### config.mk
export PLATFORM = sky130hd
export DESIGN_NAME = half_frame_capture
export DESIGN_NICKNAME = d
export VERILOG_FILES = /design/src/rtl/spectrum_pkg.sv /design/src/rtl/half_frame_capture.sv
export VERILOG_INCLUDE_DIRS = /design/src /design/src/rtl
export SDC_FILE = /design/constraint.sdc
export NUM_CORES = 1
export LEC_CHECK = 0
export ABC_CLOCK_PERIOD_IN_PS = 2050
export CORE_MARGIN = 2
export CORE_UTILIZATION = 35
export DETAILED_ROUTE_END_ITERATION = 7
export DONT_BUFFER_PORTS = 1
export MAX_ROUTING_LAYER = met4
export SYNTH_ARGS = -nofsm -noshare
export SYNTH_HDL_FRONTEND = slang
export SYNTH_SLANG_ARGS = --single-unit
### constraint.sdc
create_clock -name clk -period 2.05 [get_ports clk]
set_input_delay 0 -clock clk [delete_from_list [all_inputs] [get_ports clk]]
set_output_delay 0 -clock clk [all_outputs]
set_load 0.005 [all_outputs]
### src/rtl/spectrum_defines.svh
`ifndef SPECTRUM_DEFINES_SVH
`define SPECTRUM_DEFINES_SVH

// transform length of the upstream FFT
`define FFT_LEN 1024

// width of one real or imaginary component
`define SAMPLE_W 32

// log2 of FFT_LEN
`define BIN_W 10

`endif

### src/rtl/spectrum_pkg.sv
`include "spectrum_defines.svh"

package spectrum_pkg;

    // signed FFT component as delivered by the transform
    typedef logic signed [`SAMPLE_W-1:0] sample_t;

    // re^2 + im^2, max 2^63 so no overflow
    typedef logic [2*`SAMPLE_W-1:0] power_t;

    // floor of the square root of a power value
    typedef logic [`SAMPLE_W-1:0] root_t;

    typedef logic [`BIN_W-1:0] bin_t;

    // fifo payload, also the content of one sqrt request
    typedef struct packed {
        bin_t   bin;
        power_t power;
    } bin_power_t;

endpackage

### src/rtl/half_frame_capture.sv
`timescale 1ns/1ns
`include "spectrum_defines.svh"

module half_frame_capture import spectrum_pkg::*; (
    input  logic       clk,
    input  logic       rst_n,
    input  logic       capture_start,
    input  power_t     power,
    input  logic       power_sop,
    input  logic       power_valid,
    output logic       push,
    output bin_power_t push_data
);

    // real input gives a symmetric spectrum so the lower half is enough
    localparam bin_t LAST_BIN = bin_t'(`FFT_LEN/2 - 1);

    typedef enum logic [1:0] {
        S_IDLE,
        S_ARMED,
        S_CAPTURE
    } state_t;

    state_t state;
    bin_t   bin_cnt;    // counts valid bins only
    logic   take_sop;

    // first bin goes out with the sop itself
    assign take_sop  = (state == S_ARMED) && power_valid && power_sop;
    assign push      = take_sop || ((state == S_CAPTURE) && power_valid);
    assign push_data = '{bin: bin_cnt, power: power};

    always_ff @(posedge clk or negedge rst_n) begin
        if (!rst_n) begin
            state   <= S_IDLE;
            bin_cnt <= '0;
        end else begin
            case (state)
                S_IDLE: begin
                    bin_cnt <= '0;
                    if (capture_start)
                        state <= S_ARMED;
                end
                S_ARMED: begin
                    if (take_sop) begin
                        bin_cnt <= bin_cnt + 1'b1;
                        state   <= S_CAPTURE;
                    end
                end
                S_CAPTURE: begin     // capture_start ignored here
                    if (power_valid) begin
                        if (bin_cnt == LAST_BIN) begin
                            bin_cnt <= '0;
                            state   <= S_IDLE;
                        end else begin
                            bin_cnt <= bin_cnt + 1'b1;
                        end
                    end
                end
                default: state <= S_IDLE;
            endcase
        end
    end

    // only the sop bin may leave before the capture state
    a_push_in_capture: assert property (@(posedge clk) disable iff (!rst_n)
        push && state != S_CAPTURE |-> push_data.bin == '0)
        else $error("push outside capture with a nonzero bin");

endmodule

Yosys cells after proc, flatten, opt, wreduce, memory -nomap -nowiden --
Cells that the tools add are included.
Word-level totals: bits in registers 12, bits of input ports 69, output and inout bits 75, word-level logic and storage cells 27
Cells by class: add/sub/neg operators 1, equal/unequal tests 7, mux-type cells 9, reductions and logical operators 8
Operator list (number):
- $mux W10 | 3
- $pmux W10 S3 | 1
- $add A10 B1 Y10 const B | 1
- $eq A10 B9 Y1 const B | 1
- $mux W2 | 4
- $ne A2 B2 Y1 const B | 3
- $pmux W2 S3 | 1
- $reduce_and A4 Y1 | 1
- $logic_and A1 B1 Y1 | 3
- $reduce_and A3 Y1 | 1
- $reduce_bool A3 Y1 | 1
- $eq A2 B1 Y1 const B | 1
- $eq A2 B2 Y1 const B | 1
- $logic_not A2 Y1 | 1
- $ne A2 B1 Y1 const B | 1
- $logic_or A1 B1 Y1 | 1

Depth between registers and ports, before layout --
depth after elaboration 5, depth in mapped cells 7, depth with buffers taken out 6

Least setup slack after synthesis --
No wires, ideal clock.
kind register -> register, start point register bin_cnt[0], end point register state[0], library setup time 127 ps, arrival time 1478 ps, required time 1923 ps, slack 444 ps, cell stages (with the launch flop) 6, buffers on the path 0, clock period less this slack 1606 ps, path through dfrtp_1 -> ha_1 -> and3_1 -> nand4_1 -> a221o_1 -> mux2_1
On the way: word-level cells in the longest chain between the ends 3
RTL lines:
- from (decl) | RTL line half_frame_capture.sv:25 | bin_t bin_cnt;
- from (signal assigned) | RTL line half_frame_capture.sv:46 | bin_cnt <= bin_cnt + 1'b1;
- from (signal assigned) | RTL line half_frame_capture.sv:56 | bin_cnt <= bin_cnt + 1'b1;
- $eq A10 B9 Y1 | RTL line half_frame_capture.sv:52 | if (bin_cnt == LAST_BIN) begin
- $ne A2 B1 Y1 (no line)
- $reduce_and A4 Y1 (no line)
- to (signal assigned) | RTL line half_frame_capture.sv:47 | state <= S_CAPTURE;
- to (signal assigned) | RTL line half_frame_capture.sv:54 | state <= S_IDLE;
- to (signal assigned) | RTL line half_frame_capture.sv:60 | default: state <= S_IDLE;
- to (decl) | RTL line half_frame_capture.sv:24 | state_t state;
No other way between the ends. A chain may end at the register's enable or synchronous reset.

Worst setup path after layout --
start point register bin_cnt[0], end point register bin_cnt[9]
On the way: word-level cells in the longest chain between the ends 4, elaborated cells between the ends (all ways) 6, those cells by class 1 x add/sub; 1 x eq/ne; 4 x mux
RTL lines:
- $add A10 B1 Y10 or $eq A10 B9 Y1 (tied branches) | RTL line half_frame_capture.sv:46, half_frame_capture.sv:56, half_frame_capture.sv:52
- $mux W10 | RTL line half_frame_capture.sv:52
- $mux W10 | RTL line half_frame_capture.sv:51 | if (power_valid) begin
- $pmux W10 S3 (*) | RTL line half_frame_capture.sv:38 | case (state)
Every way passes the cells marked *; elsewhere a longest branch is shown, timed or not. The select of a mux whose other input is x is not followed.

==> metrics.csv <==
metric,value,unit
ff2ff_path_depth,6,
routed_wl,2.52,mm
relSlewSlack,63.0,%
grt_pass1_wl,3.74,mm
r2r_start,bin_cnt[0]$_DFFE_PN0P_,
grt_pass1_vias,803,
worstPathMaxFanout,6,
hold_end,push_data[58],
yosysTopAreaCellShare,39.0,%
synth_area_leaders,"buf_4 (39%), dfrtp_1 (24%), ha_1 (6.0%)",
num_rows,21,
io_pins,144,
worstMarginPinSlew,0.553,ns
hold_viol,0,
crit_chain,ha_1 > and3_1 > nand3_1 > nand3b_1 > buf_4 > o31ai_1,
p_seq_share,30.6,%
cts_buffers,3,
syn_nets,226,
final_antenna_net_count,0,
hold_depth,0,
clock-sinks,12,
crit_arrival,2.10,ns
switching_power,404,uW
p_clk_share,19.6,%
cts_tree,built,
p_int,607,uW
first_pass_iters,5,
h-tree-depth,1,
max_freq,519,MHz
timing.final.crit_period,1.93,ns
ys_top_cells_by_count,"buf_4 (65), dfrtp_1 (12), inv_1 (10), nand2_1 (8)",
swShare,39.9,%
hp-class,in2out,
comb_power_share,49.7,%
critical_path.top_delay_family,simple AND/OR/NAND/NOR gates,
drt_first_iter_violations,14,
p_total,1010,uW
die_w,63.8,um
yosys_warnings,0,
power_density,1110,nW/um^2
clock_skew,0.00280,ns
wl_per_cell,17.9,um
root_buffer,clkbuf_4,
drive_gt1_share,11.6,%
setup.worst_path.end_class,flip-flop,
startpoint_type,flip-flop,
dpl.hpwl,1.84,mm
setup_viol,0,
port_buffers,0,
ys_seq_area_share,24.0,%
max-cap-violations,0,
viasPerCell,5.63,
via_count,794,
synth-main-ff-cell,dfrtp_1,
final_max_slew_viol_count,0,
stdcell_area,908,um^2
fin_nets,171,
ys_ff_latch,12,
timing.rr.end,bin_cnt[9]$_DFFE_PN0P_,
gp_congestion,0.741,
required,2.22,ns
max_stage_delay,0.45,ns
drcViolationCount,0,
postPlaceCellArea,840,um^2
grt_max_degree,13,
yosysMostFrequentCell,buf_4,
clock_latency,0.28,ns
vdd_drop_max,0.225,mV
crit_slowest_cell,dfrtp_1,
area_growth,-27.4,%
fin_tns_setup,0,ns
grt.total_usage,12.2,%
layoutNonFillerInstCount,141,
antenna_found_initial,0,
status,"complete, no violations",
start_util,36.9,%
core,3390,um^2
power.leakage,0.000374,uW
rsz0062_at_grt,false,
synth.avg_cell_area,8.29,um^2
clk_path_buf_depth,2,
clk_pin_slew,0.09,ns
synth_edf_count,0,
worstPathBufferInverterCount,1,
r2r_slack,0.12,ns
grt_overflow,0,
synthesis.area,1250,um^2
dpl.cell_count,133,
synthArstFlopShare,100,%
dieArea,4070,um^2
die_h,63.8,um
yosys.cell_types.count,32,
hold_start,power[58],
min_period_over_period,94.0,%
yosysTopAreaCell,buf_4,
synthCells,151,
critPathKind,reg2reg,
diodes,0,
[worst reg2reg max path, stage by stage (launching register included)]
cell and delay [ns]:
dfrtp_1 0.45, ha_1 0.26, and3_1 0.21, nand3_1 0.23, nand3b_1 0.21, buf_4 0.18, o31ai_1 0.27
[placed cells by master (no fill, tap or decap), types with 3 or more instances in the layout]
cell type / n
buf_4: 7
nand3_1: 6
clkbuf_4: 3
nand4_1: 4
o22ai_1: 3
ha_1: 6
nand2_1: 8
o21ai_0: 5
dfrtp_1: 12
a21oi_1: 3
a31oi_1: 4
inv_1: 10
[worst max path at each step]
stage	start	to	slack, ns	depth (start not counted)
floorplan	bin_cnt[0]$_DFFE_PN0P_	state[0]$_DFFE_PN0P_	0.44	5
global route	state[0]$_DFFE_PN0P_	bin_cnt[3]$_DFFE_PN0P_	0.05	7
finish	bin_cnt[0]$_DFFE_PN0P_	bin_cnt[9]$_DFFE_PN0P_	0.12	6
global placement	bin_cnt[0]$_DFFE_PN0P_	bin_cnt[2]$_DFFE_PN0P_	0.28	5
detailed placement	bin_cnt[0]$_DFFE_PN0P_	bin_cnt[2]$_DFFE_PN0P_	0.15	5
CTS	bin_cnt[0]$_DFFE_PN0P_	bin_cnt[2]$_DFFE_PN0P_	0.14	5
[per-layer routing]
| layer | routed length [um] | up-vias | track usage (%) |
|---|---|---|---|
| li1 | - | 336 | - |
| met1 | 815 | 361 | 11.5 |
| met2 | 1100 | 59 | 15.2 |
| met3 | 391 | 38 | 6.16 |
| met4 | 210 | 0 | 16.8 |
| met5 | 0 | - | - |
[kinds of logic (layout without fill, tap and decap cells)]
logic type / count (synthesis) / count (layout) / share of synthesized area (%)
AO/OA/AOI/OAI: 24 / 24 / 12.6
adder cells (fa/ha/maj): 6 / 6 / 6.00
buffers and inverters: 78 / 22 / 42.9
flip-flops: 12 / 12 / 24.0
multiplexers: 2 / 2 / 1.80
AND/OR/NAND/NOR: 29 / 29 / 12.7
[stage by stage]
stage / util (%) / hold WS (ns) / setup slack [ns]
after global routing: 26.8 / 0.00000796 / 0.0535
after floorplan: - / -0.296 / 0.444
after detailed placement: 24.8 / -0.295 / 0.154
final: 26.8 / 0.00000200 / 0.123
after CTS: 26.1 / 0.0000346 / 0.138
after global placement: 24.8 / -0.295 / 0.275
[final cells by class]
cell class	instances	area [um^2]
fillers	359	2480
multi-input cells	61	414
flip-flops and latches	12	300
repair buffers	8	62.6
well taps	46	57.6
inverters	10	37.5
clock buffers	4	36.3
[sequential cells by signal (all words and copies together) (netlist names)]
| register | flops |
|---|---|
| bin_cnt | 10 |
| state | 2 |
[power by group through the flow]
stage | Sequential [uW] | Combinational [uW] | Clock [uW]
3_5_place_dp | 316 | 441 | 0
5_1_grt | 317 | 567 | 207
2_1_floorplan | 305 | 431 | 0
3_3_place_gp | 311 | 417 | 0
6_report | 309 | 503 | 199
4_1_cts | 311 | 451 | 205
[repair_timing]
item / CTS / global route
buffers inserted: 0 / 3
endpoints found under the hold margin: 12 / 0
setup endpoints to repair: 0 / 1
hold buffers: 1 / 0
resized for setup: 0 / 0
Power figures use the tool's default switching activity.
