[src/rtl/spectrum_defines.svh]
`ifndef SPECTRUM_DEFINES_SVH
`define SPECTRUM_DEFINES_SVH

// transform length of the upstream FFT
`define FFT_LEN 1024

// width of one real or imaginary component
`define SAMPLE_W 32

// log2 of FFT_LEN
`define BIN_W 10

`endif

[src/rtl/spectrum_pkg.sv]
`include "spectrum_defines.svh"

package spectrum_pkg;

    // signed FFT component as delivered by the transform
    typedef logic signed [`SAMPLE_W-1:0] sample_t;

    // re^2 + im^2, max 2^63 so no overflow
    typedef logic [2*`SAMPLE_W-1:0] power_t;

    // floor of the square root of a power value
    typedef logic [`SAMPLE_W-1:0] root_t;

    typedef logic [`BIN_W-1:0] bin_t;

    // fifo payload, also the content of one sqrt request
    typedef struct packed {
        bin_t   bin;
        power_t power;
    } bin_power_t;

endpackage

[src/rtl/sqrt_req_if.sv]
`timescale 1ns/1ns

// four-phase req/ack link to the square root unit
interface sqrt_req_if import spectrum_pkg::*; ();

    logic   req;
    power_t radicand;
    bin_t   tag;        // bin number, travels with the operand
    logic   ack;
    root_t  root;
    bin_t   root_tag;

    modport requester (
        output req,
        output radicand,
        output tag,
        input  ack,
        input  root,
        input  root_tag
    );

    modport responder (
        input  req,
        input  radicand,
        input  tag,
        output ack,
        output root,
        output root_tag
    );

endinterface

[src/rtl/int_sqrt.sv]
`timescale 1ns/1ns
`include "spectrum_defines.svh"

module int_sqrt import spectrum_pkg::*; (
    input  logic               clk,
    input  logic               rst_n,
    sqrt_req_if.responder      req_if
);

    typedef enum logic [1:0] {
        S_IDLE,
        S_CALC,
        S_PUB,
        S_HOLD
    } state_t;

    state_t               state;
    power_t               rad_sh;       // radicand, consumed two bits per step
    logic [`SAMPLE_W+1:0] rem;
    logic [`SAMPLE_W+1:0] rem_sh;
    logic [`SAMPLE_W+1:0] trial;
    root_t                root_r;
    bin_t                 tag_r;
    logic [4:0]           iter;

    // bring down the next bit pair, test against 4*root + 1
    assign rem_sh = {rem[`SAMPLE_W-1:0], rad_sh[2*`SAMPLE_W-1 -: 2]};
    assign trial  = {root_r, 2'b01};

    always_ff @(posedge clk) begin
        case (state)
            S_IDLE: begin
                if (req_if.req) begin   // load
                    rad_sh <= req_if.radicand;
                    tag_r  <= req_if.tag;
                    rem    <= '0;
                    root_r <= '0;
                end
            end
            S_CALC: begin
                rad_sh <= rad_sh << 2;
                if (rem_sh >= trial) begin
                    rem    <= rem_sh - trial;
                    root_r <= {root_r[`SAMPLE_W-2:0], 1'b1};
                end else begin
                    rem    <= rem_sh;
                    root_r <= {root_r[`SAMPLE_W-2:0], 1'b0};
                end
            end
            S_PUB: begin
                req_if.root     <= root_r;
                req_if.root_tag <= tag_r;
            end
            default: ;
        endcase
    end

    always_ff @(posedge clk or negedge rst_n) begin
        if (!rst_n) begin
            state      <= S_IDLE;
            iter       <= '0;
            req_if.ack <= 1'b0;
        end else begin
            case (state)
                S_IDLE: begin
                    iter <= '0;
                    if (req_if.req)
                        state <= S_CALC;
                end
                S_CALC: begin
                    iter <= iter + 1'b1;
                    if (iter == 5'd31)
                        state <= S_PUB;  // 32 root bits done
                end
                S_PUB: begin
                    req_if.ack <= 1'b1;
                    state      <= S_HOLD;
                end
                S_HOLD: begin
                    if (!req_if.req) begin
                        req_if.ack <= 1'b0;
                        state      <= S_IDLE;
                    end
                end
                default: state <= S_IDLE;
            endcase
        end
    end

    a_ack_held: assert property (@(posedge clk) disable iff (!rst_n)
        req_if.ack && req_if.req |=> req_if.ack)
        else $error("ack dropped before req");

endmodule

[src/flat_wrapper.sv]
// flat-port wrapper written by rule: the top's interface ports become plain ports
module int_sqrt_flat import spectrum_pkg::*;
  (clk, rst_n, req_if_req, req_if_radicand, req_if_tag, req_if_ack, req_if_root, req_if_root_tag);
  sqrt_req_if req_if_i ();
  input  logic clk;
  input  logic rst_n;
  input wire logic [$bits(req_if_i.req)-1:0] req_if_req;
  input wire logic [$bits(req_if_i.radicand)-1:0] req_if_radicand;
  input wire logic [$bits(req_if_i.tag)-1:0] req_if_tag;
  output wire logic [$bits(req_if_i.ack)-1:0] req_if_ack;
  output wire logic [$bits(req_if_i.root)-1:0] req_if_root;
  output wire logic [$bits(req_if_i.root_tag)-1:0] req_if_root_tag;
  assign req_if_i.req = req_if_req;
  assign req_if_i.radicand = req_if_radicand;
  assign req_if_i.tag = req_if_tag;
  assign req_if_ack = req_if_i.ack;
  assign req_if_root = req_if_i.root;
  assign req_if_root_tag = req_if_i.root_tag;
  int_sqrt u_core (.clk(clk), .rst_n(rst_n), .req_if(req_if_i));
endmodule
[config.mk]
export PLATFORM = sky130hd
export DESIGN_NAME = int_sqrt_flat
export DESIGN_NICKNAME = d
export VERILOG_FILES = /design/src/rtl/spectrum_pkg.sv /design/src/rtl/sqrt_req_if.sv /design/src/rtl/int_sqrt.sv /design/src/flat_wrapper.sv
export VERILOG_INCLUDE_DIRS = /design/src /design/src/rtl
export SDC_FILE = /design/constraint.sdc
export NUM_CORES = 1
export LEC_CHECK = 0
export ABC_AREA = 1
export BUFFER_PORTS_ARGS = -buffer_cell sky130_fd_sc_hd__buf_2
export CAP_MARGIN = 20
export CORE_UTILIZATION = 43
export DETAILED_ROUTE_END_ITERATION = 7
export GPL_TIMING_DRIVEN = 1
export RECOVER_POWER = 25
export SYNTH_ARGS = -nofsm -noshare
export SYNTH_HDL_FRONTEND = slang
export SYNTH_SLANG_ARGS = --single-unit
[constraint.sdc]
create_clock -name clk -period 9.1 [get_ports clk]
set_input_delay 2.73 -clock clk [delete_from_list [all_inputs] [get_ports clk]]
set_output_delay 2.73 -clock clk [all_outputs]
set_load 0.02 [all_outputs]
; Word level (Yosys, flattened, before mapping)
; Cells that the tools add are included.
; Widths: inputs -> output; s select.
[totals]
register_bits = 188
input_bits = 77
out_inout_bits = 43
elab_cells = 41
[op_classes]
n_addsub = 2
magnitude_cmp = 1
n_eq_ne = 7
n_mux = 15
reduce_logical = 7
[op_table]
columns = cell, n
row1 = $pmux 32 s2, 2
row2 = $pmux 64 s2, 1
row3 = $mux 32, 3
row4 = $mux 64, 1
row5 = $ge 34x34->1, 1
row6 = $sub 32x32->32, 1
row7 = $pmux 5 s2, 1
row8 = $pmux 2 s4, 1
row9 = $mux 2, 3
row10 = $reduce_and 2->1, 3
row11 = $add 5x1->5 const B, 1
row12 = $eq 5x5->1 const B, 1
row13 = $eq 2x2->1 const B, 2
row14 = $ne 2x2->1 const B, 2
row15 = $reduce_bool 2->1, 2
row16 = $reduce_and 3->1, 1
row17 = $eq 2x1->1 const B, 1
row18 = $logic_not 2->1, 1
row19 = $mux 1, 2
row20 = $ne 2x1->1 const B, 1
row21 = $pmux 1 s2, 1

; Depth between registers and ports, before layout
[depth]
ltp_word = 3
mapped_depth = 16
ltp_nobuf = 15

; Worst setup path before layout
; No wires, ideal clock.
[synth_path]
kind = input-to-reg
start = input port req_if_req
end = register u_core.rad_sh[0], enable pin
setup_time_ps = 620
arrival_ps = 8145
required_time_ps = 8480
slack_ps = 334
stages = 2
path_buffers = 0
path_cell_list = nor2_1 > nor2_1
[synth_between]
elab_chain_cells = 2
[synth_rtl]
columns = item, line
row1 = from (decl), flat_wrapper.sv:7  ; input wire logic [$bits(req_if_i.req)-1:0] req_if_req;
row2 = $ne 2x2->1 (no source line), --
row3 = $reduce_and 2->1 (no source line), --
row4 = to (signal assigned), int_sqrt.sv:34  ; rad_sh <= req_if.radicand;
row5 = to (signal assigned), int_sqrt.sv:41  ; rad_sh <= rad_sh << 2;
row6 = to (decl), int_sqrt.sv:18  ; power_t rad_sh;
; Every way passes these cells.
; A chain may end at the register's enable or synchronous reset.

; Worst setup path in the final report
[layout_path]
start = register u_core.state[1]
end = register u_core.rem[13], enable pin
[layout_between]
elab_chain_cells = 3
word_cells_on_any_way = 5
cone_classes = 2 x eq/ne / 3 x reduce/logical
[layout_rtl]
columns = item, line
row1 = from (decl), int_sqrt.sv:17  ; state_t state;
row2 = from (signal assigned), int_sqrt.sv:60  ; state <= S_IDLE;
row3 = from (signal assigned), int_sqrt.sv:68  ; state <= S_CALC;
row4 = from (signal assigned), int_sqrt.sv:73  ; state <= S_PUB;
row5 = $logic_not 2->1 / $eq 2x1->1 (equally long branches), int_sqrt.sv:31  ; case (state)
row6 = $ne 2x2->1 (no source line) / $reduce_bool 2->1 (equally long branches), --
row7 = $reduce_and 2->1 (no source line) (*), --
row8 = to (signal assigned), int_sqrt.sv:43  ; rem <= rem_sh - trial;
row9 = to (signal assigned), int_sqrt.sv:46  ; rem <= rem_sh;
row10 = to (decl), int_sqrt.sv:19  ; logic [`SAMPLE_W+1:0] rem;
; Every way passes the cells marked *; elsewhere a longest branch is shown, timed or not.

==> impl_metrics.csv <==
group,metric,value,unit
status,status,"complete, but fails checks",
status,violations,"capacitance limit, slew limit",
global_routing,grt_max_degree,71,
clock_tree,cts_made_buffers,17,
clock_tree,ctsResizeCount,0,
sta,fin_tns_setup,0,ns
synth,synth_top_area_share,52.2,%
placement,dp_hpwl,15800,um
clock_tree,cts_sinks,188,
synth,yosys.area_share.adder,4.83,%
detailed_routing,avgRoutedWirePerCell,13.1,um
detailed_routing,wl,22200,um
synth,syn_area,10400,um^2
die,start_util,44.0,%
synth,synth_cell_types,33,
cells_and_area,layout_common_cells,"530 x nand2_1, 214 x inv_1, 180 x edfxtp_1, 119 x buf_2, 105 x nor2_1",
setup_path,crit_chain,"inv_1, ha_1, nor2_1, nor2_4, buf_4",
setup_path,reg2reg_to,"u_core.rem[13]$_SDFFCE_PN0P_",
sta,max_freq,246,MHz
global_routing,grt_pass1_vias,7605,
die,die_h,157,um
cells_and_area,layout-drive-gt1-share,13.2,%
min_path,hold_depth,0,
die,core,23500,um^2
synth,synth_top_family_by_area,"simple AND/OR/NAND/NOR gates",
detailed_routing,drt-initial-drc-count,398,
setup_path,r2r-start,"u_core.state[1]$_DFFE_PN0P_",
sta,finClkSkew,0.0104,ns
sta,worst_pin_slew,2.37,ns
placement,gp_congestion,0.914,
global_routing,grt_usage,19.4,%
cells_and_area,nets,1478,
clock_tree,cts_hold_buf,0,
synth,synth-simple-area-share,28.7,%
cells_and_area,fin_area,11900,um^2
setup_path,required,9.16,ns
sta,relSlewSlack,-58.1,%
detailed_routing,route.detailed.drc,0,
cells_and_area,layout_commonest_cell,"nand2_1",
setup_path,startpoint_type,"flip-flop",
placement,port_buffers,119,
placement,placed_cell_area,11200,um^2
setup_path,slowest_delay,1.78,ns
sta,period_share,44.7,%
synth,synth_compound_gate_area_share,1.80,%
clock_tree,cts_setup_buffers,0,
setup_path,path_class,"reg -> reg",
cells_and_area,multi_input_area,3790,um^2
min_path,whs_endpoint,"u_core.req_if.root_tag[0]$_DFFE_PP_",
detailed_routing,vias_per_cell,4.58,
synth,yosysSeqAreaShare,54.1,%
die,die_w,157,um
global_routing,grt_first_pass_wirelength,37000,um
synth,synth_xor_area_share,1.18,%
setup_path,cp.arrival,4.13,ns
synth,ys_ff_latch,188,
die,rows,56,
run,cap_violations,2,
die,die-area,24700,um^2
sta,hold-worst-slack,0.420,ns
synth,synthesis.nets,1365,
synth,yosysTopAreaCell,"edfxtp_1",
clock_tree,htreeDepth,4,
setup_path,r2r_slack,5.03,ns
detailed_routing,ant_nets,0,
synth,synth_area_per_cell,8.30,um^2
synth,ys_warn_count,0,
cells_and_area,syn2layout_area_growth,14.5,%
sta,fin_crit,4.07,ns
synth,syn_inst,1248,
setup_path,ff2ff_path_depth,5,
sta,drv_slew,95,
sta,finalSetupViolations,0,
detailed_routing,vias,7762,
clock_tree,cts_root_buffer,"clkbuf_16",
global_routing,grt_overflow,0,
die,io_pins,120,
clock_tree,worstSkewPairLatency,0.44,ns
detailed_routing,detail_route.first_pass.iterations,7,
clock_tree,clockBufferDepth,2,
synth,synth_mux_area_share,0,%
clock_tree,cts_tree,"built",
min_path,min_from,"u_core.tag_r[0]$_DFFE_PP_",
sta,final_hold_viol_count,0,
setup_path,critPathSlowestCell,"ha_1",
sta,grt_setup_unrepaired,"no",
cells_and_area,fillers,2365,
clock_tree,path_clk_slew,0.07,ns
cells_and_area,seqCellArea,5610,um^2
min_path,hold_class,"reg -> reg",
setup_path,critPathCaptureType,"flip-flop",
synth,synth_area_leaders,"edfxtp_1 52%, nand2_1 19%, inv_1 7.8%, ha_1 4.8%, nor2_1 3.8%",
setup_path,crit_fanout,66,
global_routing,antenna_found_initial,2,
## synth_stat cells (all sizes together)
| cell | count |
|---|---|
| nand2 | 538 |
| inv | 215 |
| edfxtp | 180 |
| nor2 | 122 |
| ha | 40 |
| nand3 | 31 |
| nand3b | 21 |
| a21oi | 20 |
| clkbuf | 16 |
| buf | 14 |
| xor2 | 12 |
| dfrtp | 8 |
| o21ai | 8 |
| nand4 | 7 |
| and2 | 5 |
| a22o | 2 |
| o21bai | 2 |
| xnor2 | 2 |
| and3 | 1 |
| nor3 | 1 |
| o211ai | 1 |
| o22ai | 1 |
| or2 | 1 |
## critical path: cells and delay by family (launching register included)
kind,cells,cell delay [ns]
adder cells (fa/ha/maj),1,1.78
buffers and inverters,2,0.78
AND/OR/NAND/NOR,2,0.67
flip-flops,1,0.40
## metal layers
layer	vias up	track usage [%]	routed length, um
li1	4078	-	-
met1	3523	25.6	10500
met2	135	32.0	10500
met3	24	4.32	917
met4	2	5.13	265
met5	-	0	13
## cell families after synthesis
logic type      Yosys count
compound gates           34
buf+inv                 245
fa+ha+maj                40
flops                   188
xor+xnor                 14
simple gates            727
## through the flow
step / worst slack (ns) / utilization [%] / instances
2_1_floorplan: 0.334 / - / 1248
6_report: 5.03 / 50.4 / 1694
3_5_place_dp: 4.97 / 47.8 / 1660
5_1_grt: 4.49 / 50.4 / 1693
3_3_place_gp: 4.99 / 47.8 / 1660
4_1_cts: 5.35 / 50.4 / 1692
## flip-flops by register name, indices dropped and copies added, names as in the netlist
signal and count:
u_core.iter 5, u_core.rad_sh 64, u_core.rem 32, u_core.req_if.ack 1, u_core.req_if.root 32, u_core.req_if.root_tag 10, u_core.root_r 32, u_core.state 2
u_core.tag_r 10
## worst max path at each step
stage	startpoint	to	slack [ns]
2_1_floorplan	req_if_req	u_core.rad_sh[0]$_SDFFCE_PP0P_	0.33
3_3_place_gp	req_if_req	u_core.rem[16]$_SDFFCE_PN0P_	4.99
3_5_place_dp	req_if_req	u_core.root_r[16]$_SDFFCE_PN0P_	4.97
4_1_cts	u_core.req_if.root[31]$_DFFE_PP_	req_if_root[31]	5.35
5_1_grt	u_core.state[1]$_DFFE_PN0P_	u_core.rem[13]$_SDFFCE_PN0P_	4.49
6_report	u_core.state[1]$_DFFE_PN0P_	u_core.rem[13]$_SDFFCE_PN0P_	5.03
## layout make-up
cell class / count / area share, %
repair buffers: 124 / 5.41
diodes: 1 / 0.0211
multi-input cells: 815 / 31.9
inverters: 215 / 6.82
flip-flops and latches: 188 / 47.2
well taps: 319 / 3.36
clock buffers: 18 / 3.62
clock inverters: 14 / 1.61
Power is not shown: default switching activity piles up to over one toggle a cycle in this logic, so the estimate is an artifact.
