### config.mk
export PLATFORM = sky130hd
export DESIGN_NAME = sqrt_sequencer_flat
export DESIGN_NICKNAME = d
export VERILOG_FILES = /design/src/rtl/spectrum_pkg.sv /design/src/rtl/sqrt_req_if.sv /design/src/rtl/sqrt_sequencer.sv /design/src/flat_wrapper.sv
export VERILOG_INCLUDE_DIRS = /design/src /design/src/rtl
export SDC_FILE = /design/constraint.sdc
export NUM_CORES = 1
export LEC_CHECK = 0
export ABC_CLOCK_PERIOD_IN_PS = 8900
export BUFFER_PORTS_ARGS = -buffer_cell sky130_fd_sc_hd__buf_2
export CORE_ASPECT_RATIO = 0.8
export CORE_MARGIN = 2
export CORE_UTILIZATION = 43
export CTS_BUF_LIST = sky130_fd_sc_hd__clkbuf_8
export CTS_CLUSTER_DIAMETER = 120
export CTS_CLUSTER_SIZE = 24
export DETAILED_ROUTE_END_ITERATION = 16
export GPL_TIMING_DRIVEN = 0
export PLACE_DENSITY = 0.8
export SLEW_MARGIN = 10
export SYNTH_ARGS = -nofsm -noshare
export SYNTH_HDL_FRONTEND = slang
export SYNTH_SLANG_ARGS = --single-unit
### constraint.sdc
create_clock -name clk -period 8.9 [get_ports clk]
set_input_delay 2.67 -clock clk [delete_from_list [all_inputs] [get_ports clk]]
set_output_delay 2.67 -clock clk [all_outputs]
set_load 0.01 [all_outputs]
### src/rtl/spectrum_defines.svh
`ifndef SPECTRUM_DEFINES_SVH
`define SPECTRUM_DEFINES_SVH

// transform length of the upstream FFT
`define FFT_LEN 1024

// width of one real or imaginary component
`define SAMPLE_W 32

// log2 of FFT_LEN
`define BIN_W 10

`endif

### src/rtl/spectrum_pkg.sv
`include "spectrum_defines.svh"

package spectrum_pkg;

    // signed FFT component as delivered by the transform
    typedef logic signed [`SAMPLE_W-1:0] sample_t;

    // re^2 + im^2, max 2^63 so no overflow
    typedef logic [2*`SAMPLE_W-1:0] power_t;

    // floor of the square root of a power value
    typedef logic [`SAMPLE_W-1:0] root_t;

    typedef logic [`BIN_W-1:0] bin_t;

    // fifo payload, also the content of one sqrt request
    typedef struct packed {
        bin_t   bin;
        power_t power;
    } bin_power_t;

endpackage

### src/rtl/sqrt_req_if.sv
`timescale 1ns/1ns

// four-phase req/ack link to the square root unit
interface sqrt_req_if import spectrum_pkg::*; ();

    logic   req;
    power_t radicand;
    bin_t   tag;        // bin number, travels with the operand
    logic   ack;
    root_t  root;
    bin_t   root_tag;

    modport requester (
        output req,
        output radicand,
        output tag,
        input  ack,
        input  root,
        input  root_tag
    );

    modport responder (
        input  req,
        input  radicand,
        input  tag,
        output ack,
        output root,
        output root_tag
    );

endinterface

### src/rtl/sqrt_sequencer.sv
`timescale 1ns/1ns

module sqrt_sequencer import spectrum_pkg::*; (
    input  logic           clk,
    input  logic           rst_n,
    input  logic           empty,
    input  bin_power_t     pop_data,
    output logic           pop,
    sqrt_req_if.requester  req_if,
    output root_t          magnitude,
    output bin_t           magnitude_bin,
    output logic           magnitude_valid
);

    typedef enum logic [1:0] {
        S_IDLE,
        S_REQ,
        S_WAIT_LOW
    } state_t;

    state_t state;
    logic   done;

    assign done = (state == S_REQ) && req_if.ack;
    assign pop  = done;     // head leaves once its result is taken

    // operand stays frozen while req is up
    always_ff @(posedge clk) begin
        if (state == S_IDLE && !empty) begin
            req_if.radicand <= pop_data.power;
            req_if.tag      <= pop_data.bin;
        end
        if (done) begin
            magnitude     <= req_if.root;
            magnitude_bin <= req_if.root_tag;
        end
    end

    always_ff @(posedge clk or negedge rst_n) begin
        if (!rst_n) begin
            state           <= S_IDLE;
            req_if.req      <= 1'b0;
            magnitude_valid <= 1'b0;
        end else begin
            magnitude_valid <= done;     // single cycle pulse
            case (state)
                S_IDLE: begin
                    if (!empty) begin
                        req_if.req <= 1'b1;
                        state      <= S_REQ;
                    end
                end
                S_REQ: begin
                    if (req_if.ack) begin
                        req_if.req <= 1'b0;
                        state      <= S_WAIT_LOW;
                    end
                end
                S_WAIT_LOW: begin
                    if (!req_if.ack)
                        state <= S_IDLE;
                end
                default: state <= S_IDLE;
            endcase
        end
    end

    a_req_after_ack_low: assert property (@(posedge clk) disable iff (!rst_n)
        $rose(req_if.req) |-> !req_if.ack)
        else $error("req raised while ack still high");

endmodule

### src/flat_wrapper.sv
// flat-port wrapper written by rule: the top's interface ports become plain ports
module sqrt_sequencer_flat import spectrum_pkg::*;
  (clk, rst_n, empty, pop_data, pop, magnitude, magnitude_bin, magnitude_valid, req_if_req, req_if_radicand, req_if_tag, req_if_ack, req_if_root, req_if_root_tag);
  sqrt_req_if req_if_i ();
  input  logic clk;
  input  logic rst_n;
  input  logic empty;
  input  bin_power_t pop_data;
  output logic pop;
  output root_t magnitude;
  output bin_t magnitude_bin;
  output logic magnitude_valid;
  output wire logic [$bits(req_if_i.req)-1:0] req_if_req;
  output wire logic [$bits(req_if_i.radicand)-1:0] req_if_radicand;
  output wire logic [$bits(req_if_i.tag)-1:0] req_if_tag;
  input wire logic [$bits(req_if_i.ack)-1:0] req_if_ack;
  input wire logic [$bits(req_if_i.root)-1:0] req_if_root;
  input wire logic [$bits(req_if_i.root_tag)-1:0] req_if_root_tag;
  assign req_if_req = req_if_i.req;
  assign req_if_radicand = req_if_i.radicand;
  assign req_if_tag = req_if_i.tag;
  assign req_if_i.ack = req_if_ack;
  assign req_if_i.root = req_if_root;
  assign req_if_i.root_tag = req_if_root_tag;
  sqrt_sequencer u_core (.clk(clk), .rst_n(rst_n), .empty(empty), .pop_data(pop_data), .pop(pop), .req_if(req_if_i), .magnitude(magnitude), .magnitude_bin(magnitude_bin), .magnitude_valid(magnitude_valid));
endmodule
# --- Word level (Yosys, flattened, before mapping) ---
# Index checks and enable logic that the tools add are counted.
totals:
  register_bits: 120
  latch_bits: 0
  ramBits: 0
  rom_bits: 0
  inputBits: 120
  out_inout_bits: 119
  elab_cells: 26
  mem_count: 0
classes:
  addsub: 0
  multipliers: 0
  n_div: 0
  n_lt_le_gt_ge: 0
  eq_ne: 5
  shifts: 0
  mux: 7
  bitwise_logic: 0
  n_reduce_logical: 7
ops:
  columns: ["operator", "n"]
  rows:
  - ["$mux 2", 3]
  - ["$ne 2x2->1 const B", 3]
  - ["$pmux 2 s3", 1]
  - ["$reduce_and 3->1", 2]
  - ["$eq 2x1->1 const B", 1]
  - ["$eq 2x2->1 const B", 1]
  - ["$logic_and 1x1->1", 2]
  - ["$logic_not 2->1", 1]
  - ["$mux 1", 2]
  - ["$pmux 1 s2", 1]
  - ["$reduce_bool 2->1", 1]
  - ["$logic_not 1->1", 1]

# --- Logic depth before layout (Yosys ltp) ---
# Gate-level depths: netlist of run 1.
depth:
  word_depth: 3
  ltp_mapped: 3
  depth_no_buf: 3

# --- Worst setup path after synthesis of run 1 ---
# OpenSTA, ideal clock, no wires.
synth_timing:
  kind: "input port to output port"
  startpoint: "in req_if_ack"
  endpoint: "out pop"
  t_arrival_ps: 6067
  required_ps: 6230
  slack_ps: 163
  cell_stages: 2
  path_buffers: 0
  path_cell_list: "inv_1 -> nor3b_1"
synth_between:
  elab_chain_len: 1
synth_lines:
  columns: ["element", "line", "source"]
  rows:
  - ["start, declared", "flat_wrapper.sv:16", "input wire logic [$bits(req_if_i.ack)-1:0] req_if_ack;"]
  - ["$logic_and 1x1->1", "sqrt_sequencer.sv:24", "assign done = (state == S_REQ) && req_if.ack;"]
  - ["end, declared", "flat_wrapper.sv:9", "output logic pop;"]
# No other way between the ends.

# --- Worst setup path in the final report of run 1 ---
# Ends and elaborated chain as after synthesis.

==> impl_table.tex, run 1 <==
\begin{tabular}{lr}
\hline
Metric & Value \\
\hline
\multicolumn{2}{l}{\textbf{Worst setup path}} \\
Crit path cell chain & buf\_2 > inv\_1 > nor3b\_2 > buf\_6 > buf\_2 \\
Crit path max fanout & 12 \\
RR Startpoint & u\_core.state[0]\$\_DFFE\_PN0P\_ \\
CP top delay family & simple AND/OR/NAND/NOR gates \\
Worst Path Class, Setup & in -> out \\
Buffering stage count on the worst path with inverters included & 4 \\
End of the worst register-to-register path & u\_core.req\_if.radicand[17]\$\_DFFE\_PP\_ \\
Worst Setup Start Kind & input port \\
Critical path capture point type & primary output \\
Required time of the critical path & 6.23 ns \\
CP peak stage delay & between 0.6 and 0.7 ns \\
Number of cells traversed by the worst register-to-register path & 4 \\
First element of the critical path & req\_if\_ack \\
Reg-to-reg setup timing slack & 6.99 ns \\
Slowest stage cell, crit path & nor3b\_2 \\
Most common cell type on the critical path & buf\_2 \\
Crit path DAT & 3.84 ns \\
\multicolumn{2}{l}{\textbf{Die}} \\
Horizontal extent of the die & around 110 um \\
Total die area & 9230 sq um \\
Number of ports placed on the die boundary & 239 \\
Initial core utilization & 0.435 \\
Standard-cell row count & 30 \\
Die Span Y & 86.3 um \\
Core footprint & 8370 sq um \\
\multicolumn{2}{l}{\textbf{Timing}} \\
Skew final & 0.00875 ns \\
Endpoints failing setup & 0 \\
Worst max-slew margin expressed relative to the limit & 0.503 \\
Worst setup margin & 2.39 ns \\
Worst Max-Slew Pin Slew & 0.743 ns \\
Final Max Tran Viols & 0 \\
Maximum clock rate & $\sim$150 MHz \\
Time the final worst path needs with I/O delays and setup & roughly 6.5 ns \\
RSZ-0062 raised after global routing & no \\
Final hold vios & 0 \\
Fin crit share & 0.731 \\
\multicolumn{2}{l}{\textbf{Final layout}} \\
End-of-flow core utilization & 0.654 \\
Number of nets in the final layout & 518 \\
Layout cells sized above 1 & 0.676 \\
Synth-to-Final Area Change & 50.2\% \\
Antenna cell count & 0 \\
Count of fill cells added during filler insertion & 626 \\
\multicolumn{2}{l}{\textbf{Placed design}} \\
Post-detail-place hpwl & 6.57 mm \\
Routability Congestion & 0.879 \\
Count of input and output buffers & 238 \\
Post-place setup slack & 2.36 ns \\
\multicolumn{2}{l}{\textbf{Min path}} \\
Min-delay src & u\_core.req\_if.req\$\_DFFE\_PN0P\_ \\
Worst Hold Class & reg -> reg \\
Terminating pin of the worst hold path & u\_core.req\_if.req\$\_DFFE\_PN0P\_ \\
Number of cells traversed by the worst hold path & 2 \\
\multicolumn{2}{l}{\textbf{Clock tree}} \\
H-Tree Level Count & 4 \\
CTS tree & built \\
Number of sinks driven by the clock tree & 120 \\
Insertion delay to the later sink of the worst-skew pair & 0.40 ns \\
Clock edge transition at the registers on the reported setup and hold paths & around 0.070 ns \\
Number of instances resized during post-cts repair & 0 \\
TritonCTS Buffers & 17 \\
CTS Buffer Depth & 2 \\
Hold bufs inserted after CTS & 0 \\
Post-CTS Repair Setup Buffers & 0 \\
Clk Tree Root Cell & clkbuf\_8 \\
\multicolumn{2}{l}{\textbf{Routing}} \\
Detail Route Antenna Nets & 0 \\
Post-detailed-routing wire length & 8.44 mm \\
Vias after detailed routing & approximately 2300 \\
Vias per std cell & 4.40 \\
Number of iterations in the first detailed-routing pass & 4 \\
Remaining design rule violation count & 0 \\
Average wire length per cell after detail routing & $\sim$16 um \\
DRC violation total after the first TritonRoute iteration & 60 \\
\multicolumn{2}{l}{\textbf{Pwr}} \\
Overall power of the completed layout & 1.57 mW \\
Total leakage power & 2.35 nW \\
Peak supply drop & between 100 and 150 uV \\
Power density over cell area & 286 nW/um\^{}2 \\
\multicolumn{2}{l}{\textbf{Yosys}} \\
Library cell occupying the most area in the post-synthesis netlist & edfxtp\_1 \\
Synth Cell Area & between 3000 and 4000 sq um \\
Synth area leaders & edfxtp\_1 (96\%), dfrtp\_1 (2.7\%), nor2\_1 (0.31\%) \\
Number of library cell types mapped by synthesis & 11 \\
Asr flop ratio synth & 0.0333 \\
Sequential area share after synthesis & 0.984 \\
Synthesized netlist cell count & 131 \\
Area share of the largest cell type after synthesis & 0.956 \\
EDFF count, synth & 116 \\
Number of flip-flops and latches in the synthesized netlist & 120 \\
Number of warning messages in the yosys log & 0 \\
Most instantiated library cell after synthesis & edfxtp\_1 \\
Main flop type after synthesis & edfxtp\_1 \\
Syn Nets & 251 \\
Average cell area after synthesis & 27.8 sq um \\
Leading cell types by count after synthesis & edfxtp\_1 (116), dfrtp\_1 (4), nor2\_1 (3) \\
\multicolumn{2}{l}{\textbf{Run}} \\
Number of max-capacitance violations reported & 0 \\
\multicolumn{2}{l}{\textbf{Run status}} \\
Run status & completed \\
\multicolumn{2}{l}{\textbf{Global routing}} \\
Global-route wire length before repair & 11.8 mm \\
Overall routing resource usage & 0.180 \\
Total congestion overflow & 0 \\
Antenna violations before repair & 0 \\
Via count of the first global-routing pass & 2347 \\
Largest net degree at the start of global routing & 17 \\
\hline
\end{tabular}
==> where the power goes <==
part / switching [mW] / leakage [nW] / internal (mW)
sequential: 0.0335 / 1.13 / 0.767
clock: 0.205 / 0.203 / 0.273
combinational: 0.174 / 1.02 / 0.116
total: 0.413 / 2.35 / 1.16
==> sequential cells by signal, indices dropped and copies added (netlist names) <==
| register | count |
|---|---|
| u_core.magnitude | 32 |
| u_core.magnitude_bin | 10 |
| u_core.magnitude_valid | 1 |
| u_core.req_if.radicand | 64 |
| u_core.req_if.req | 1 |
| u_core.req_if.tag | 10 |
| u_core.state | 2 |
==> kinds of logic (layout without fill, tap and decap cells) <==
| group | after synthesis | after routing | synth area share |
|---|---|---|---|
| xor+xnor | 1 | 1 | 0.00240 |
| compound gates | 3 | 3 | 0.00481 |
| flops | 120 | 120 | 0.984 |
| simple gates | 6 | 6 | 0.00824 |
| buf+inv | 1 | 281 | 0.00103 |
==> worst reg2reg max path: cells and delay by family (launching register included) <==
| kind | cells | cell delay (ns) |
|---|---|---|
| AND/OR/NAND/NOR | 1 | 0.46 |
| flip-flops | 1 | 0.45 |
| buffers and inverters | 3 | 0.70 |
==> cell type report <==
cell class / instances / area (sq um) / area share
repair buffers: 248 / 1280 / 0.235
well taps: 112 / 140 / 0.0256
clock inverters: 15 / 161 / 0.0295
clock buffers: 17 / 234 / 0.0427
inverters: 1 / 3.75 / 0.000686
flip-flops and latches: 120 / 3580 / 0.655
multi-input cells: 10 / 66.3 / 0.0121
==> worst max path at each step <==
stage,cells past startpoint,to,slack [ns]
after CTS,5,pop,2.36
final,5,pop,2.39
after global routing,5,pop,2.26
after global placement,4,pop,-1.31
after detailed placement,5,pop,2.36
after floorplan,2,pop,0.16
==> stage by stage <==
step | hold WS [ns] | instances | setup TNS [ns] | area (sq um)
detailed placement | 0.556 | 491 | 0 | 5080
finish | 0.569 | 523 | 0 | 5470
global placement | 0.521 | 481 | -86.06 | 4970
global route | 0.614 | 523 | 0 | 5470
floorplan | 0.496 | 131 | 0 | 3640
CTS | 0.569 | 523 | 0 | 5470
==> per-layer routing <==
metal	vias to the layer above	global-route usage	part of all wire
met5	-	0	0
met4	0	0.0685	0.010
met3	7	0.0962	0.11
met2	141	0.313	0.52
met1	1087	0.185	0.35
li1	1064	-	-
==> placed cells by master, fill, tap and decap left out <==
| cell type | instances |
|---|---|
| buf_2 | 238 |
| a211oi_1 | 1 |
| inv_1 | 3 |
| nor2_1 | 3 |
| nor3b_2 | 1 |
| buf_4 | 5 |
| inv_6 | 1 |
| dfrtp_1 | 4 |
| clkinvlp_4 | 2 |
| buf_6 | 5 |
| a21oi_1 | 1 |
| o21ai_0 | 1 |
| clkbuf_8 | 17 |
| edfxtp_1 | 116 |
| clkinv_1 | 2 |
| nor3_2 | 1 |
| nor2b_1 | 1 |
| clkinv_2 | 3 |
| xnor2_1 | 1 |
| clkinv_4 | 2 |
| bufinv_16 | 3 |
Power figures use the tool's default switching activity.
==> run 2: changes to the inputs <==
--- a/config.mk
+++ b/config.mk
@@ -6,7 +6,8 @@
 export SDC_FILE = /design/constraint.sdc
 export NUM_CORES = 1
 export LEC_CHECK = 0
-export ABC_CLOCK_PERIOD_IN_PS = 8900
+export ABC_AREA = 1
+export ABC_CLOCK_PERIOD_IN_PS = 6500
 export BUFFER_PORTS_ARGS = -buffer_cell sky130_fd_sc_hd__buf_2
 export CORE_ASPECT_RATIO = 0.8
 export CORE_MARGIN = 2
==> constraint.sdc (replaced) <==
create_clock -name clk -period 6.5 [get_ports clk]
set_input_delay 1.95 -clock clk [delete_from_list [all_inputs] [get_ports clk]]
set_output_delay 1.95 -clock clk [all_outputs]
set_load 0.01 [all_outputs]
==> run 2 against run 1 <==
Compared with the run above: first-iteration DRC count is 6.7% lower; combinational power increased by 26%; non-clock buffer count fell by 9; clock-buffer cell count increased by 1; cell count shrank 1.3%; routed wire length shrank 2.7%; clock skew is 0.00062 ns lower; die area rose by 0.10%; utilization shrank 0.81 points; total power grew 35%; clock power up 39%.
==> impl_table.tex, run 2 <==
\begin{tabular}{lr}
\hline
Metric & Value \\
\hline
\multicolumn{2}{l}{\textbf{Run status}} \\
Run status & completed \\
\multicolumn{2}{l}{\textbf{Timing}} \\
RSZ-0062 raised after global routing & no \\
Maximum clock rate & 199 MHz \\
Skew final & 0.00813 ns (-0.000619 ns) \\
Time the final worst path needs with I/O delays and setup & 5.03 ns \\
Fin crit share & 0.774 \\
Total Negative Setup Slacks & 0 ns (unchanged) \\
Final hold vios & 0 (unchanged) \\
Endpoints failing setup & 0 (unchanged) \\
Worst Max-Slew Pin Slew & 0.853 ns (+0.110 ns) \\
Worst max-slew margin expressed relative to the limit & 0.430 (-0.0723) \\
Final Max Tran Viols & 0 (unchanged) \\
\multicolumn{2}{l}{\textbf{Final layout}} \\
Biggest registers after layout & u\_core.req\_if.radicand x64, u\_core.magnitude x32 \\
Register with the highest flop count & u\_core.req\_if.radicand \\
Antenna cell count & 0 (unchanged) \\
Synth-to-Final Area Change & 48.2\% \\
Number of nets in the final layout & 511 (-1.4\%) \\
Most common library cell in the layout ignoring fill and taps & buf\_2 \\
Commonest cells after routing, fill and taps aside & buf\_2 (238), edfxtp\_1 (116), clkbuf\_8 (18) \\
Max FFs per register & 64 (unchanged) \\
Layout cells sized above 1 & 0.683 (+0.00677) \\
\multicolumn{2}{l}{\textbf{Worst setup path}} \\
Required time of the critical path & 4.55 ns (-1.68 ns) \\
Critical path capture point type & primary output \\
Most common cell type on the critical path & buf\_2 \\
Crit path DAT & 3.08 ns (-0.76 ns) \\
Slowest stage cell, crit path & inv\_2 \\
CP top delay family & buffers and inverters \\
Worst Path Class, Setup & in -> out \\
CP peak stage delay & 0.63 ns (about the same) \\
Buffering stage count on the worst path with inverters included & 3 (-1) \\
Crit path cell chain & buf\_2 > nand3\_2 > inv\_2 > buf\_2 \\
Worst Setup Start Kind & input port \\
Crit path max fanout & 44 (+32) \\
\multicolumn{2}{l}{\textbf{Routing}} \\
Vias per std cell & 4.43 (+0.74\%) \\
Average wire length per cell after detail routing & 15.9 um (-1.4\%) \\
Detail Route Antenna Nets & 0 (unchanged) \\
Number of iterations in the first detailed-routing pass & 5 (+1) \\
DRC violation total after the first TritonRoute iteration & 56 (-6.7\%) \\
Vias after detailed routing & 2285 (-0.61\%) \\
Post-detailed-routing wire length & 8.21 mm (-2.7\%) \\
Remaining design rule violation count & 0 (unchanged) \\
\multicolumn{2}{l}{\textbf{Clock tree}} \\
H-Tree Level Count & 4 (unchanged) \\
TritonCTS Buffers & 17 (unchanged) \\
CTS tree & built \\
Hold bufs inserted after CTS & 0 (unchanged) \\
Number of instances resized during post-cts repair & 0 (unchanged) \\
Insertion delay to the later sink of the worst-skew pair & 0.41 ns (about the same) \\
CTS Buffer Depth & 2 (unchanged) \\
Post-CTS Repair Setup Buffers & 0 (unchanged) \\
Clk Tree Root Cell & clkbuf\_8 \\
Number of sinks driven by the clock tree & 120 (unchanged) \\
Clock edge transition at the registers on the reported setup and hold paths & 0.07 ns (about the same) \\
\multicolumn{2}{l}{\textbf{Placed design}} \\
Count of input and output buffers & 238 (unchanged) \\
Routability Congestion & 0.766 (-13\%) \\
Post-detail-place hpwl & 6.19 mm (-5.9\%) \\
\multicolumn{2}{l}{\textbf{Global routing}} \\
Via count of the first global-routing pass & 2345 (-0.085\%) \\
Global-route wire length before repair & 11.6 mm (-1.1\%) \\
Total congestion overflow & 0 (unchanged) \\
Largest net degree at the start of global routing & 45 (+28) \\
Antenna violations before repair & 0 (unchanged) \\
Overall routing resource usage & 0.178 (-0.00172) \\
\multicolumn{2}{l}{\textbf{Yosys}} \\
Most instantiated library cell after synthesis & edfxtp\_1 \\
Leading cell types by count after synthesis & edfxtp\_1 (116), dfrtp\_1 (4), nand2\_1 (4) \\
Average cell area after synthesis & 27.4 sq um (-1.4\%) \\
Number of library cell types mapped by synthesis & 10 (-1) \\
Asr flop ratio synth & 0.0333 (unchanged) \\
Main flop type after synthesis & edfxtp\_1 \\
Sequential area share after synthesis & 0.983 (-0.00101) \\
Library cell occupying the most area in the post-synthesis netlist & edfxtp\_1 \\
Synthesized netlist cell count & 133 (+1.5\%) \\
Number of warning messages in the yosys log & 0 (unchanged) \\
Number of flip-flops and latches in the synthesized netlist & 120 (unchanged) \\
EDFF count, synth & 116 (unchanged) \\
Area share of the largest cell type after synthesis & 0.955 (-0.000984) \\
Syn Nets & 253 (+0.80\%) \\
Synth Cell Area & 3650 sq um (+0.10\%) \\
Synth area leaders & edfxtp\_1 (96\%), dfrtp\_1 (2.7\%), nand2\_1 (0.41\%) \\
\multicolumn{2}{l}{\textbf{Die}} \\
Die Span Y & 86.4 um (about the same) \\
Standard-cell row count & 30 (unchanged) \\
Number of ports placed on the die boundary & 239 (unchanged) \\
Initial core utilization & 0.436 (+0.000448) \\
Horizontal extent of the die & 107 um (about the same) \\
Total die area & 9240 sq um (+0.10\%) \\
Core footprint & 8370 sq um (unchanged) \\
\multicolumn{2}{l}{\textbf{Run}} \\
Number of max-capacitance violations reported & 0 (unchanged) \\
\multicolumn{2}{l}{\textbf{Pwr}} \\
Overall power of the completed layout & 2.12 mW (+35\%) \\
Power density over cell area & 392 nW/um\^{}2 (+37\%) \\
Total leakage power & 2.32 nW (-1.1\%) \\
Peak supply drop & 199 uV (+33\%) \\
\multicolumn{2}{l}{\textbf{Min path}} \\
Worst Hold Class & reg -> reg \\
\hline
\end{tabular}
[run 2: path summary, 6_finish.rpt]
path | start | to | slack [ns] | cells after the start
min in group asynchronous | rst_n | u_core.req_if.req$_DFFE_PN0P_ | 1.33 | 1
max in group asynchronous | rst_n | u_core.state[0]$_DFFE_PN0P_ | 5.04 | 1
worst max-delay path | req_if_ack | pop | 1.47 | 4
worst min register to register | u_core.req_if.req$_DFFE_PN0P_ | u_core.req_if.req$_DFFE_PN0P_ | 0.48 | 2
worst min-delay path | u_core.req_if.req$_DFFE_PN0P_ | u_core.req_if.req$_DFFE_PN0P_ | 0.48 | 2
worst max register to register | u_core.state[0]$_DFFE_PN0P_ | u_core.req_if.radicand[42]$_DFFE_PP_ | 4.89 | 4
[run 2: power by group]
group | switching (mW) | leakage (nW) | internal [mW]
registers | 0.0379 | 1.13 | 1.05
logic | 0.236 | 0.992 | 0.130
clock network | 0.282 | 0.201 | 0.384
[run 2: kinds of logic (layout without fill, tap and decap cells)]
kind of cell	after synthesis	after routing	synth area share
and+or+nand+nor	8	8	0.0110
buffers and inverters	4	275	0.00412
AOI/OAI and AO/OA	1	1	0.00240
DFF	120	120	0.983
[run 2: layout make-up]
| class | count | area (sq um) |
|---|---|---|
| fill | 630 | 2960 |
| timing repair buffer | 239 | 1210 |
| sequential | 120 | 3580 |
| clock inverter | 14 | 158 |
| inverter | 4 | 17.5 |
| multi-input combinational | 9 | 48.8 |
| clock buffer | 18 | 248 |
| tap | 112 | 140 |
[run 2: per-layer routing]
layer | vias to the layer above | GRT usage | wire length, um
met2 | 147 | 0.301 | 4220
met4 | 0 | 0.0803 | 159
met1 | 1078 | 0.171 | 2680
met5 | - | 0 | 0
met3 | 14 | 0.116 | 1160
li1 | 1046 | - | -
[run 2: metrics by stage]
step | setup slack (ns) | hold slack, ns | instance area [sq um] | std cells | utilization
global route | 1.34 | 0.532 | 5410 | 516 | 0.646
floorplan | 1.61 | 0.488 | 3650 | 133 | -
finish | 1.47 | 0.482 | 5410 | 516 | 0.646
global placement | 0.938 | 0.459 | 4980 | 483 | 0.595
detailed placement | 1.45 | 0.471 | 5000 | 484 | 0.597
CTS | 1.45 | 0.487 | 5410 | 516 | 0.646
[run 2: worst register-to-register path, delay by kind of cell, from the launching register on]
kind          cells  cell delay, ns
buf+inv           2            0.64
simple gates      2            0.25
flops             1            0.41
